===== src/hw/ifu_pkg.sv =====
`default_nettype none

package ifu_pkg;

   // =========================================================================
   // widths and constants
   // =========================================================================

   // register and pc width
   localparam int GRLEN = 32;
   // one cache line, two instruction words
   localparam int LINE_W = 64;

   // reset vector
   localparam logic [GRLEN-1:0] PC_RESET = 32'h1c00_0000;
   // cache model returns addr ^ magic for every word
   localparam logic [GRLEN-1:0] INST_MAGIC = 32'h5a3c_96e1;

   // =========================================================================
   // encodings
   // =========================================================================

   // next fetch pc source
   typedef enum logic [2:0] {
      PCS_INIT   = 3'd0,
      PCS_HOLD   = 3'd1,
      PCS_INC    = 3'd2,
      PCS_BRANCH = 3'd3,
      PCS_EXCEPT = 3'd4,
      PCS_ERTN   = 3'd5
   } pc_sel_e;

   // fetch fsm
   typedef enum logic [1:0] {
      FS_IDLE   = 2'd0,
      FS_BUSY   = 2'd1,
      FS_CANCEL = 2'd2
   } fetch_state_e;

   // =========================================================================
   // port groups
   // =========================================================================

   // fetch to icache
   typedef struct packed {
      logic             req;
      logic [GRLEN-1:0] addr;
      logic             cancel;
   } icu_req_t;

   // icache to fetch
   typedef struct packed {
      logic              ack;
      logic [LINE_W-1:0] data;
      logic              data_valid;
   } icu_rsp_t;

   // execute to fetch, one-cycle levels
   typedef struct packed {
      logic             br_taken;
      logic [GRLEN-1:0] br_target;
      logic             except;
      logic [GRLEN-1:0] eentry;
      logic             ertn;
      logic [GRLEN-1:0] era;
   } redirect_t;

   // fetch to decode
   typedef struct packed {
      logic [GRLEN-1:0] pc;
      logic [GRLEN-1:0] inst;
      logic             valid;
   } dec_out_t;

endpackage

`default_nettype wire

===== src/hw/ifu_top.sv =====
`timescale 1ns/1ps
`default_nettype none

module ifu_top (
   input  logic                      clk,
   input  logic                      reset,
   input  ifu_pkg::icu_rsp_t         icu_rsp,
   input  ifu_pkg::redirect_t        redir,
   input  logic                      stall,
   output ifu_pkg::icu_req_t         icu_req,
   output ifu_pkg::dec_out_t         dec,
   output logic                      valid_e,
   output logic [ifu_pkg::GRLEN-1:0] pc_e,
   output logic [ifu_pkg::GRLEN-1:0] pc_w
);

   // control to datapath
   logic                      req;
   logic                      cancel;
   ifu_pkg::pc_sel_e          pc_sel;

   // datapath pcs
   logic [ifu_pkg::GRLEN-1:0] pc_bf;
   logic [ifu_pkg::GRLEN-1:0] pc_f;

   // queue outputs
   logic [ifu_pkg::GRLEN-1:0] inst_f;
   logic                      inst_valid_f;
   logic                      iq_not_empty;
   logic                      fetch_ahead;

   logic                      redir_any;

   assign redir_any = redir.br_taken | redir.except | redir.ertn;

   // icache request, address straight from the next-pc mux
   assign icu_req.req    = req;
   assign icu_req.addr   = pc_bf;
   assign icu_req.cancel = cancel;

   // =========================================================================
   // blocks
   // =========================================================================

   ifu_fetch_ctl u_fetch_ctl (
      .clk          (clk),
      .reset        (reset),
      .rsp          (icu_rsp),
      .redir        (redir),
      .stall        (stall),
      .iq_not_empty (iq_not_empty),
      .fetch_ahead  (fetch_ahead),
      .addr_hi      (pc_bf[2]),
      .req          (req),
      .cancel       (cancel),
      .pc_sel       (pc_sel)
   );

   ifu_iq u_iq (
      .clk          (clk),
      .reset        (reset),
      .rsp          (icu_rsp),
      .pc_f2        (pc_f[2]),
      .redir_any    (redir_any),
      .stall        (stall),
      .inst_f       (inst_f),
      .inst_valid_f (inst_valid_f),
      .iq_not_empty (iq_not_empty),
      .fetch_ahead  (fetch_ahead)
   );

   ifu_pc_dp u_pc_dp (
      .clk          (clk),
      .reset        (reset),
      .pc_sel       (pc_sel),
      .redir        (redir),
      .stall        (stall),
      .inst_f       (inst_f),
      .inst_valid_f (inst_valid_f),
      .pc_bf        (pc_bf),
      .pc_f         (pc_f),
      .dec          (dec),
      .valid_e      (valid_e),
      .pc_e         (pc_e),
      .pc_w         (pc_w)
   );

endmodule

`default_nettype wire


===== src/hw/ifu_pc_dp.sv =====
`timescale 1ns/1ps
`default_nettype none

module ifu_pc_dp (
   input  logic                      clk,
   input  logic                      reset,
   input  ifu_pkg::pc_sel_e          pc_sel,
   input  ifu_pkg::redirect_t        redir,
   input  logic                      stall,
   input  logic [ifu_pkg::GRLEN-1:0] inst_f,
   input  logic                      inst_valid_f,
   output logic [ifu_pkg::GRLEN-1:0] pc_bf,
   output logic [ifu_pkg::GRLEN-1:0] pc_f,
   output ifu_pkg::dec_out_t         dec,
   output logic                      valid_e,
   output logic [ifu_pkg::GRLEN-1:0] pc_e,
   output logic [ifu_pkg::GRLEN-1:0] pc_w
);

   logic [ifu_pkg::GRLEN-1:0] pcinc_f;
   logic [ifu_pkg::GRLEN-1:0] pc_d;
   logic [ifu_pkg::GRLEN-1:0] pc_m;
   logic [ifu_pkg::GRLEN-1:0] inst_d;

   logic kill_f;
   logic kill_d;
   logic vld_kill_f;
   logic vld_kill_d;
   logic valid_d;
   logic en_f2d;

   // =========================================================================
   // fetch pc
   // =========================================================================

   // word aligned, so only bits 31:2 count
   assign pcinc_f = {pc_f[ifu_pkg::GRLEN-1:2] + 30'd1, pc_f[1:0]};

   always_comb begin
      case (pc_sel)
         ifu_pkg::PCS_INIT:   pc_bf = ifu_pkg::PC_RESET;
         ifu_pkg::PCS_HOLD:   pc_bf = pc_f;
         ifu_pkg::PCS_INC:    pc_bf = pcinc_f;
         ifu_pkg::PCS_BRANCH: pc_bf = redir.br_target;
         ifu_pkg::PCS_EXCEPT: pc_bf = redir.eentry;
         ifu_pkg::PCS_ERTN:   pc_bf = redir.era;
         default:             pc_bf = pc_f;
      endcase
   end

   // bf to f every cycle, hold comes through the mux
   always_ff @(posedge clk) begin
      pc_f <= pc_bf;
   end

   // =========================================================================
   // kill and valid chain
   // =========================================================================

   // any redirect kills the word at fetch
   assign kill_f     = redir.br_taken | redir.except | redir.ertn;
   assign vld_kill_f = inst_valid_f & ~kill_f;

   // ertn leaves decode alone
   // stall keeps decode from issuing
   assign kill_d     = redir.br_taken | redir.except | stall;
   assign vld_kill_d = valid_d & ~kill_d;

   always_ff @(posedge clk) begin
      if (reset) begin
         valid_d <= 1'b0;
         valid_e <= 1'b0;
      end else if (~stall) begin
         valid_d <= vld_kill_f;
         valid_e <= vld_kill_d;
      end
   end

   // =========================================================================
   // stage registers
   // =========================================================================

   assign en_f2d = vld_kill_f & ~stall;

   always_ff @(posedge clk) begin
      if (en_f2d) begin
         pc_d   <= pc_f;
         inst_d <= inst_f;
      end
   end

   // vld_kill_d already folds in stall
   always_ff @(posedge clk) begin
      if (vld_kill_d) begin
         pc_e <= pc_d;
      end
   end

   // memory and writeback just trail execute
   always_ff @(posedge clk) begin
      pc_m <= pc_e;
      pc_w <= pc_m;
   end

   // to decode
   assign dec.pc    = pc_d;
   assign dec.inst  = inst_d;
   assign dec.valid = vld_kill_d;

endmodule

`default_nettype wire


===== src/hw/ifu_iq.sv =====
`timescale 1ns/1ps
`default_nettype none

module ifu_iq (
   input  logic                       clk,
   input  logic                       reset,
   input  ifu_pkg::icu_rsp_t          rsp,
   input  logic                       pc_f2,
   input  logic                       redir_any,
   input  logic                       stall,
   output logic [ifu_pkg::GRLEN-1:0]  inst_f,
   output logic                       inst_valid_f,
   output logic                       iq_not_empty,
   output logic                       fetch_ahead
);

   // one 64-bit line and its flag
   logic [ifu_pkg::LINE_W-1:0] line_q;
   logic                       line_vld_q;

   // halves of the held line
   logic [ifu_pkg::GRLEN-1:0]  word_lo;
   logic [ifu_pkg::GRLEN-1:0]  word_hi;

   logic                       load;
   logic                       drain;

   // =========================================================================
   // fill and drain
   // =========================================================================

   // a line racing a redirect belongs to the old path
   assign load = rsp.data_valid & ~redir_any;

   // high word issues, line is used up
   assign drain = line_vld_q & pc_f2 & ~stall;

   always_ff @(posedge clk) begin
      if (reset) begin
         line_vld_q <= 1'b0;
      end else if (redir_any) begin
         // flush on any redirect
         line_vld_q <= 1'b0;
      end else if (load) begin
         line_vld_q <= 1'b1;
      end else if (drain) begin
         line_vld_q <= 1'b0;
      end
   end

   // line payload
   always_ff @(posedge clk) begin
      if (load) begin
         line_q <= rsp.data;
      end
   end

   // =========================================================================
   // word select
   // =========================================================================

   assign word_lo = line_q[ifu_pkg::GRLEN-1:0];
   assign word_hi = line_q[ifu_pkg::LINE_W-1:ifu_pkg::GRLEN];

   // pc_f[2] picks the half
   assign inst_f = pc_f2 ? word_hi : word_lo;

   // line always covers pc_f while held
   assign inst_valid_f = line_vld_q;

   // =========================================================================
   // status back to fetch control
   // =========================================================================

   assign iq_not_empty = line_vld_q;

   // low word still pending, the next line may go out early
   assign fetch_ahead = line_vld_q & ~pc_f2;

endmodule

`default_nettype wire


===== src/hw/ifu_fetch_ctl.sv =====
`timescale 1ns/1ps
`default_nettype none

module ifu_fetch_ctl (
   input  logic               clk,
   input  logic               reset,
   input  ifu_pkg::icu_rsp_t  rsp,
   input  ifu_pkg::redirect_t redir,
   input  logic               stall,
   input  logic               iq_not_empty,
   input  logic               fetch_ahead,
   input  logic               addr_hi,
   output logic               req,
   output logic               cancel,
   output ifu_pkg::pc_sel_e   pc_sel
);

   ifu_pkg::fetch_state_e state_q;
   ifu_pkg::fetch_state_e state_d;
   logic                  boot_q;
   logic                  redir_any;
   logic                  idle;
   logic                  busy;

   assign redir_any = redir.br_taken | redir.except | redir.ertn;
   assign idle      = (state_q == ifu_pkg::FS_IDLE);
   assign busy      = (state_q == ifu_pkg::FS_BUSY);

   // =========================================================================
   // icache request side
   // =========================================================================

   // drop the line in flight on redirect
   // a line landing this same cycle just finishes, the queue ignores it
   assign cancel = busy & redir_any & ~rsp.data_valid;

   // empty queue, or fetch ahead on a line boundary only
   // boot_q keeps the first cycle after reset quiet
   assign req = ~boot_q & idle & ~stall &
                (~iq_not_empty | (fetch_ahead & ~addr_hi));

   // =========================================================================
   // next pc source, highest priority first
   // =========================================================================

   always_comb begin
      if (reset) begin
         pc_sel = ifu_pkg::PCS_INIT;
      end else if (redir.except) begin
         pc_sel = ifu_pkg::PCS_EXCEPT;
      end else if (redir.ertn) begin
         pc_sel = ifu_pkg::PCS_ERTN;
      end else if (redir.br_taken) begin
         pc_sel = ifu_pkg::PCS_BRANCH;
      end else if (stall | ~iq_not_empty) begin
         // nothing issues this cycle
         pc_sel = ifu_pkg::PCS_HOLD;
      end else begin
         pc_sel = ifu_pkg::PCS_INC;
      end
   end

   // =========================================================================
   // fetch fsm
   // =========================================================================

   always_comb begin
      state_d = state_q;
      case (state_q)
         ifu_pkg::FS_IDLE: begin
            if (req & rsp.ack) begin
               state_d = ifu_pkg::FS_BUSY;
            end
         end
         ifu_pkg::FS_BUSY: begin
            if (cancel) begin
               state_d = ifu_pkg::FS_CANCEL;
            end else if (rsp.data_valid) begin
               state_d = ifu_pkg::FS_IDLE;
            end
         end
         // one dead cycle, then refetch from idle
         ifu_pkg::FS_CANCEL: state_d = ifu_pkg::FS_IDLE;
         default:            state_d = ifu_pkg::FS_IDLE;
      endcase
   end

   always_ff @(posedge clk) begin
      if (reset) begin
         state_q <= ifu_pkg::FS_IDLE;
         boot_q  <= 1'b1;
      end else begin
         state_q <= state_d;
         boot_q  <= 1'b0;
      end
   end

endmodule

`default_nettype wire


===== config.mk =====
export PLATFORM = sky130hd
export DESIGN_NAME = ifu_top
export DESIGN_NICKNAME = d
export VERILOG_FILES = /design/src/hw/ifu_pkg.sv /design/src/hw/ifu_top.sv /design/src/hw/ifu_pc_dp.sv /design/src/hw/ifu_iq.sv /design/src/hw/ifu_fetch_ctl.sv
export SDC_FILE = /design/constraint.sdc
export NUM_CORES = 1
export LEC_CHECK = 0
export BUFFER_PORTS_ARGS = -buffer_cell sky130_fd_sc_hd__buf_4
export CAP_MARGIN = 20
export CORE_AREA = 2 2 134 136
export DETAILED_ROUTE_END_ITERATION = 10
export DIE_AREA = 0 0 136 138
export GPL_TIMING_DRIVEN = 0
export PLACE_DENSITY = 0.82
export SLEW_MARGIN = 20
export SYNTH_ARGS = -nofsm -noshare
export SYNTH_HDL_FRONTEND = slang
export SYNTH_SLANG_ARGS = --single-unit

===== constraint.sdc =====
create_clock -name clk -period 7.3 [get_ports clk]
set_input_delay 0.365 -clock clk [delete_from_list [all_inputs] [get_ports clk]]
set_output_delay 0.365 -clock clk [all_outputs]
set_load 0.01 [all_outputs]

Yosys cells after proc, flatten, opt, wreduce, memory -nomap -nowiden
Cells that the tools add are included.
Word-level totals
  register bits after elaboration: 262
  bits of input ports: 168
  output and inout port bits: 164
Operators by class
  add/subtract/negate cells: 1
  eq/ne operators: 7
  mux-type cells: 14
  bitwise operators: 27
  reduce and logical (&&, ||, !) cells: 5
Operator list (count)
  case mux 32 bit (5 select lines): 1
  two-way mux 32 bit: 1
  adder 30 x 1 -> 30 bit (second input constant): 1
  AND 1 bit: 14
  two-way mux 3 bit: 4
  two-way mux 2 bit: 4
  NOT 1 bit: 8
  equality test 3 x 2 -> 1 bit (second input constant): 2
  equality test 3 bit (second input constant): 2
  OR 1 bit: 5
  case mux 2 bit (2 select lines): 1
  zero test 3 bit: 1
  two-way mux 1 bit: 3
  != test 3 bit (second input constant): 1
  equality test 2 x 1 -> 1 bit (second input constant): 1
  zero test 2 bit: 1
  != test 2 bit (second input constant): 1
  AND reduction 2 bit: 1
  nonzero test 2 bit: 1
  OR reduction 2 bit: 1

Depth between registers and ports, before layout
  word-level depth: 16
  mapped depth: 7
  mapped depth without buffers: 6

Modules after synthesis
Synthesis repeated with hierarchy kept, for this count alone.
Unflattened totals
  cell total of the unflattened synthesis: 658
  area, all modules: 9653.0 um^2
By module, submodules not included
  ifu_pc_dp: times used 1, cells each 529, area an instance 6936.7 um^2, sequential area each 4844.6 um^2
  ifu_iq: times used 1, cells each 107, area an instance 2524.9 um^2, sequential area each 1941.9 um^2
  ifu_fetch_ctl: times used 1, cells each 19, area an instance 170.2 um^2, sequential area each 60.1 um^2
  ifu_top: times used 1, cells each 3, area an instance 21.3 um^2, sequential area each 0.0 um^2

Worst setup path after synthesis
Ideal clock, no wire load.
  kind: in2out
  start: input port redir[65] (netlist name)
  end: output port dec[0] (netlist name)
  arrival: 4.798 ns
  setup slack: 2.137 ns
  stages on the path: 4
  path buffers: 3
  path through: clkbuf_1 > clkbuf_1 > nor4b_1 > buf_4
On the way
  longest elaborated chain between the ends: 4
RTL lines
  from (decl): line ifu_top.sv:8  | input ifu_pkg::redirect_t redir,
  OR 1 bit (2 in series): line ifu_pc_dp.sv:66  | assign kill_d = redir.br_taken | redir.except | stall;
  NOT 1 bit: line ifu_pc_dp.sv:67  | assign vld_kill_d = valid_d & ~kill_d;
  AND 1 bit: line ifu_pc_dp.sv:67
  to (decl): line ifu_top.sv:11  | output ifu_pkg::dec_out_t dec,
No other way between the ends.

==> results.txt <==
#FFs+latches synth: 262
total power: 3.12 mW
final net count: 1082
Max-cap violations: 0
routed vias: 6215
chip height: 138 um
worst hold slack: 17.8 ps
CP max FO: 10
Crit. path cell count: 9
IO Count: 332
Avg Inst Size Synth: 16.6 um^2
worst reg-to-reg path cell count: 6
final non-filler cell total: 1162
Initial Utilization: 50.1%
Final GP Congestion: 0.873
Port Buffer Count: 330
HP Class: input port to register
PD cells: 246 mW/mm^2
Worst setup SP type: input port
H-tree Lvls: 1
standard-cell rows: 49
Clk pin slew, worst setup/hold paths: 70 ps
Congestion Overflow GR: 0
Critical Path End Type: output pin
status: completed
Post-Syn Area: 0.00879 mm^2
sequential area share after synthesis: 77.9%
CP Data Required Time: 6930 ps
CTS Buf Count: 26
Slew HR: 35.1%
sequential share of power: 51.7%
Buf/Inv on CP: 6
min Tclk post-route: 3700 ps
DR pass1 iterations: 10
total negative slack: 0 ps
antenna violations before repair: 0
Netlist cell types: 57
CP Cell Sequence: dlygate4sd3_1, buf_4, buf_2, nor4b_2, buf_2, buf_1, a222oi_1, o21ai_0, buf_4
r2r endpoint: u_pc_dp.pc_f[22]
Placed Cells: 1099
Ys Warns: 0
die area: 0.0188 mm^2
antenna cells: 0
fin. max-slew vios: 0
Logic pwr share: 6.7%
TritonCTS clock tree: yes
switching share of power: 20.9%
layout cells sized above 1: 46.3%
FFs w/ async S/R, synth: 0%
Worst Setup EP: icu_req[20]
fmax: 270 MHz
fin crit share: 50.7%
worst skew pair latency: 530 ps
Worst Tran Pin Value: 966 ps
RSZ-0062 raised after global routing: false
Net Count, Synth: 700
vias in the first global route: 6243
cell family with most CP delay: buffers and inverters
Post-Route WL: 24900 um
Die X: 136 um
clock skew: 28.1 ps
P_sw: 0.652 mW
Post-synth EDFFs: 160
fill count: 1174
r2r startpoint: u_pc_dp.pc_f[3]
Peak supply drop: 204 uV
Global Route Usage Sum: 26.0%
Worst Setup SP: reset
Root Buffer: clkbuf_16
Final ANT Viol Nets: 0
Post-DP HPWL: 18400 um
first-pass GRT wire length: 36600 um
Iter 0 DRT Violations: 559
max incr delay on CP: 700 ps
vias per cell: 5.35
Core Area: 0.0175 mm^2
Critical Path Slowest Stage Cell: buf_1
Reg2Reg Setup Slack: 5020 ps
kind of critical path: input port to output pin
P_leak: 5.03 nW
final core occ: 72.4%
Final Setup Violations: 0
area added between synthesis and finish: 44.5%
Internal Power: 2.47 mW
Final Hold Violating Endpoints: 0
most used flip-flop cell after synthesis: edfxtp_1
clock power share: 41.6%
cells after synthesis: 531
DRC Markers: 0
maximum clock path buffer count: 3
arrival time at the worst endpoint: 3340 ps
pin count of the biggest net entering global routing: 37
drt wl/cell: 21.4 um
clk sinks: 262
[synthesized netlist by cell type (3+ instances only)]
cell type	number	area (um^2)
nor2b_1	4	25.0
xnor2_1	7	61.3
a21oi_1	14	70.1
xor2_1	15	131
clkbuf_1	18	67.6
mux2_2	32	360
a222oi_1	24	240
o21ai_1	3	15.0
nand2_1	17	63.8
dfxtp_1	102	2040
nor3_1	6	30.0
buf_4	4	30.0
nor4_1	3	18.8
and4_1	5	43.8
nor2_1	9	33.8
edfxtp_1	160	4800
or4_1	3	22.5
o21ai_0	24	120
and3_1	5	31.3
nand4_1	9	56.3
inv_1	5	18.8
a221oi_1	4	35.0
nand3_1	10	50.1
buf_2	4	20.0
[worst register-to-register path, stage by stage, from the launching register on]
cell and delay [ps]:
dfxtp_1 390, ha_1 230, nand4_1 290, nor2_1 600
nand3_1 170, xor2_1 170, o21ai_0 330
[area by class of cell]
type / count / area (um^2) / area share [%]
Clock buffer: 32 / 703 / 5.54
Timing Repair Buffer: 354 / 2760 / 21.7
Buffer: 28 / 133 / 1.04
Multi-Input combinational cell: 236 / 1810 / 14.2
Inverter: 5 / 18.8 / 0.148
Tap cell: 229 / 287 / 2.26
Clock inverter: 16 / 146 / 1.15
Sequential cell: 262 / 6850 / 53.9
[layer usage]
metal	global-route usage [%]	vias to the layer above	wire length, um
li1	-	2835	-
met1	33.0	2991	9520
met2	43.7	331	12400
met3	6.27	58	2160
met4	8.72	0	803
met5	0	-	0
[through the flow]
| step | area, um^2 | setup slack, ps |
|---|---|---|
| floorplan | 8790 | 2140 |
| global placement | 11600 | -680 |
| detailed placement | 11700 | 4180 |
| CTS | 12700 | 3680 |
| global route | 12700 | 3480 |
| finish | 12700 | 3600 |
[timing repair]
action | CTS | global route
resized for setup | 0 | 0
hold buffers | 13 | 2
endpoints found under the hold margin | 13 | 2
setup buffers | 0 | 0
[state kept, by name (all words and copies together), names as in the netlist]
signal               cells
u_pc_dp.valid_e          1
u_iq.line_q             64
u_pc_dp.pc_d            32
u_fetch_ctl.boot_q       1
u_pc_dp.inst_d          32
u_pc_dp.valid_d          1
u_pc_dp.pc_w            32
u_fetch_ctl.state_q      2
u_pc_dp.pc_m            32
u_iq.inst_valid_f        1
u_pc_dp.pc_e            32
u_pc_dp.pc_f            32
[worst min-delay path by stage]
stage / startpoint / to / slack, ps / cells past startpoint
floorplan: u_pc_dp.pc_m[0] / u_pc_dp.pc_w[0] / 310 / 0
global placement: u_pc_dp.pc_m[9] / u_pc_dp.pc_w[9] / 310 / 0
detailed placement: u_pc_dp.pc_m[13] / u_pc_dp.pc_w[13] / 310 / 0
CTS: icu_rsp[2] / u_iq.line_q[1] / 0.1 / 1
global route: icu_rsp[44] / u_iq.line_q[43] / -4 / 1
finish: icu_rsp[44] / u_iq.line_q[43] / 20 / 1
[kinds of logic after synthesis]
family          after synthesis  synth area share, %
simple gates                 93                 6.73
fa+ha+maj                     1                0.142
buf+inv                      33                 1.72
flops                       262                 77.9
compound gates               88                 7.20
mux                          32                 4.10
xor+xnor                     22                 2.19
[cells in the final DEF, fill, tap and decap left out, drive strengths merged, types with 7 or more instances in the layout]
cell type / instances
buf: 349
edfxtp: 160
dfxtp: 102
clkbuf: 50
mux2: 32
o21ai: 27
a222oi: 24
nand2: 17
xor2: 15
dlygate4sd3: 15
a21oi: 14
clkinv: 12
nand3: 10
nand4: 10
nor2: 9
xnor2: 7
inv: 7
[power groups by stage]
| stage | clock network [mW] | logic [mW] | registers [mW] |
|---|---|---|---|
| after floorplan | 0 | 0.0785 | 1.64 |
| after global placement | 0 | 0.195 | 1.65 |
| after detailed placement | 0 | 0.201 | 1.65 |
| after CTS | 1.32 | 0.207 | 1.61 |
| after global routing | 1.37 | 0.224 | 1.62 |
| final | 1.30 | 0.210 | 1.62 |
No activity file was read; power rests on OpenSTA's default activity.
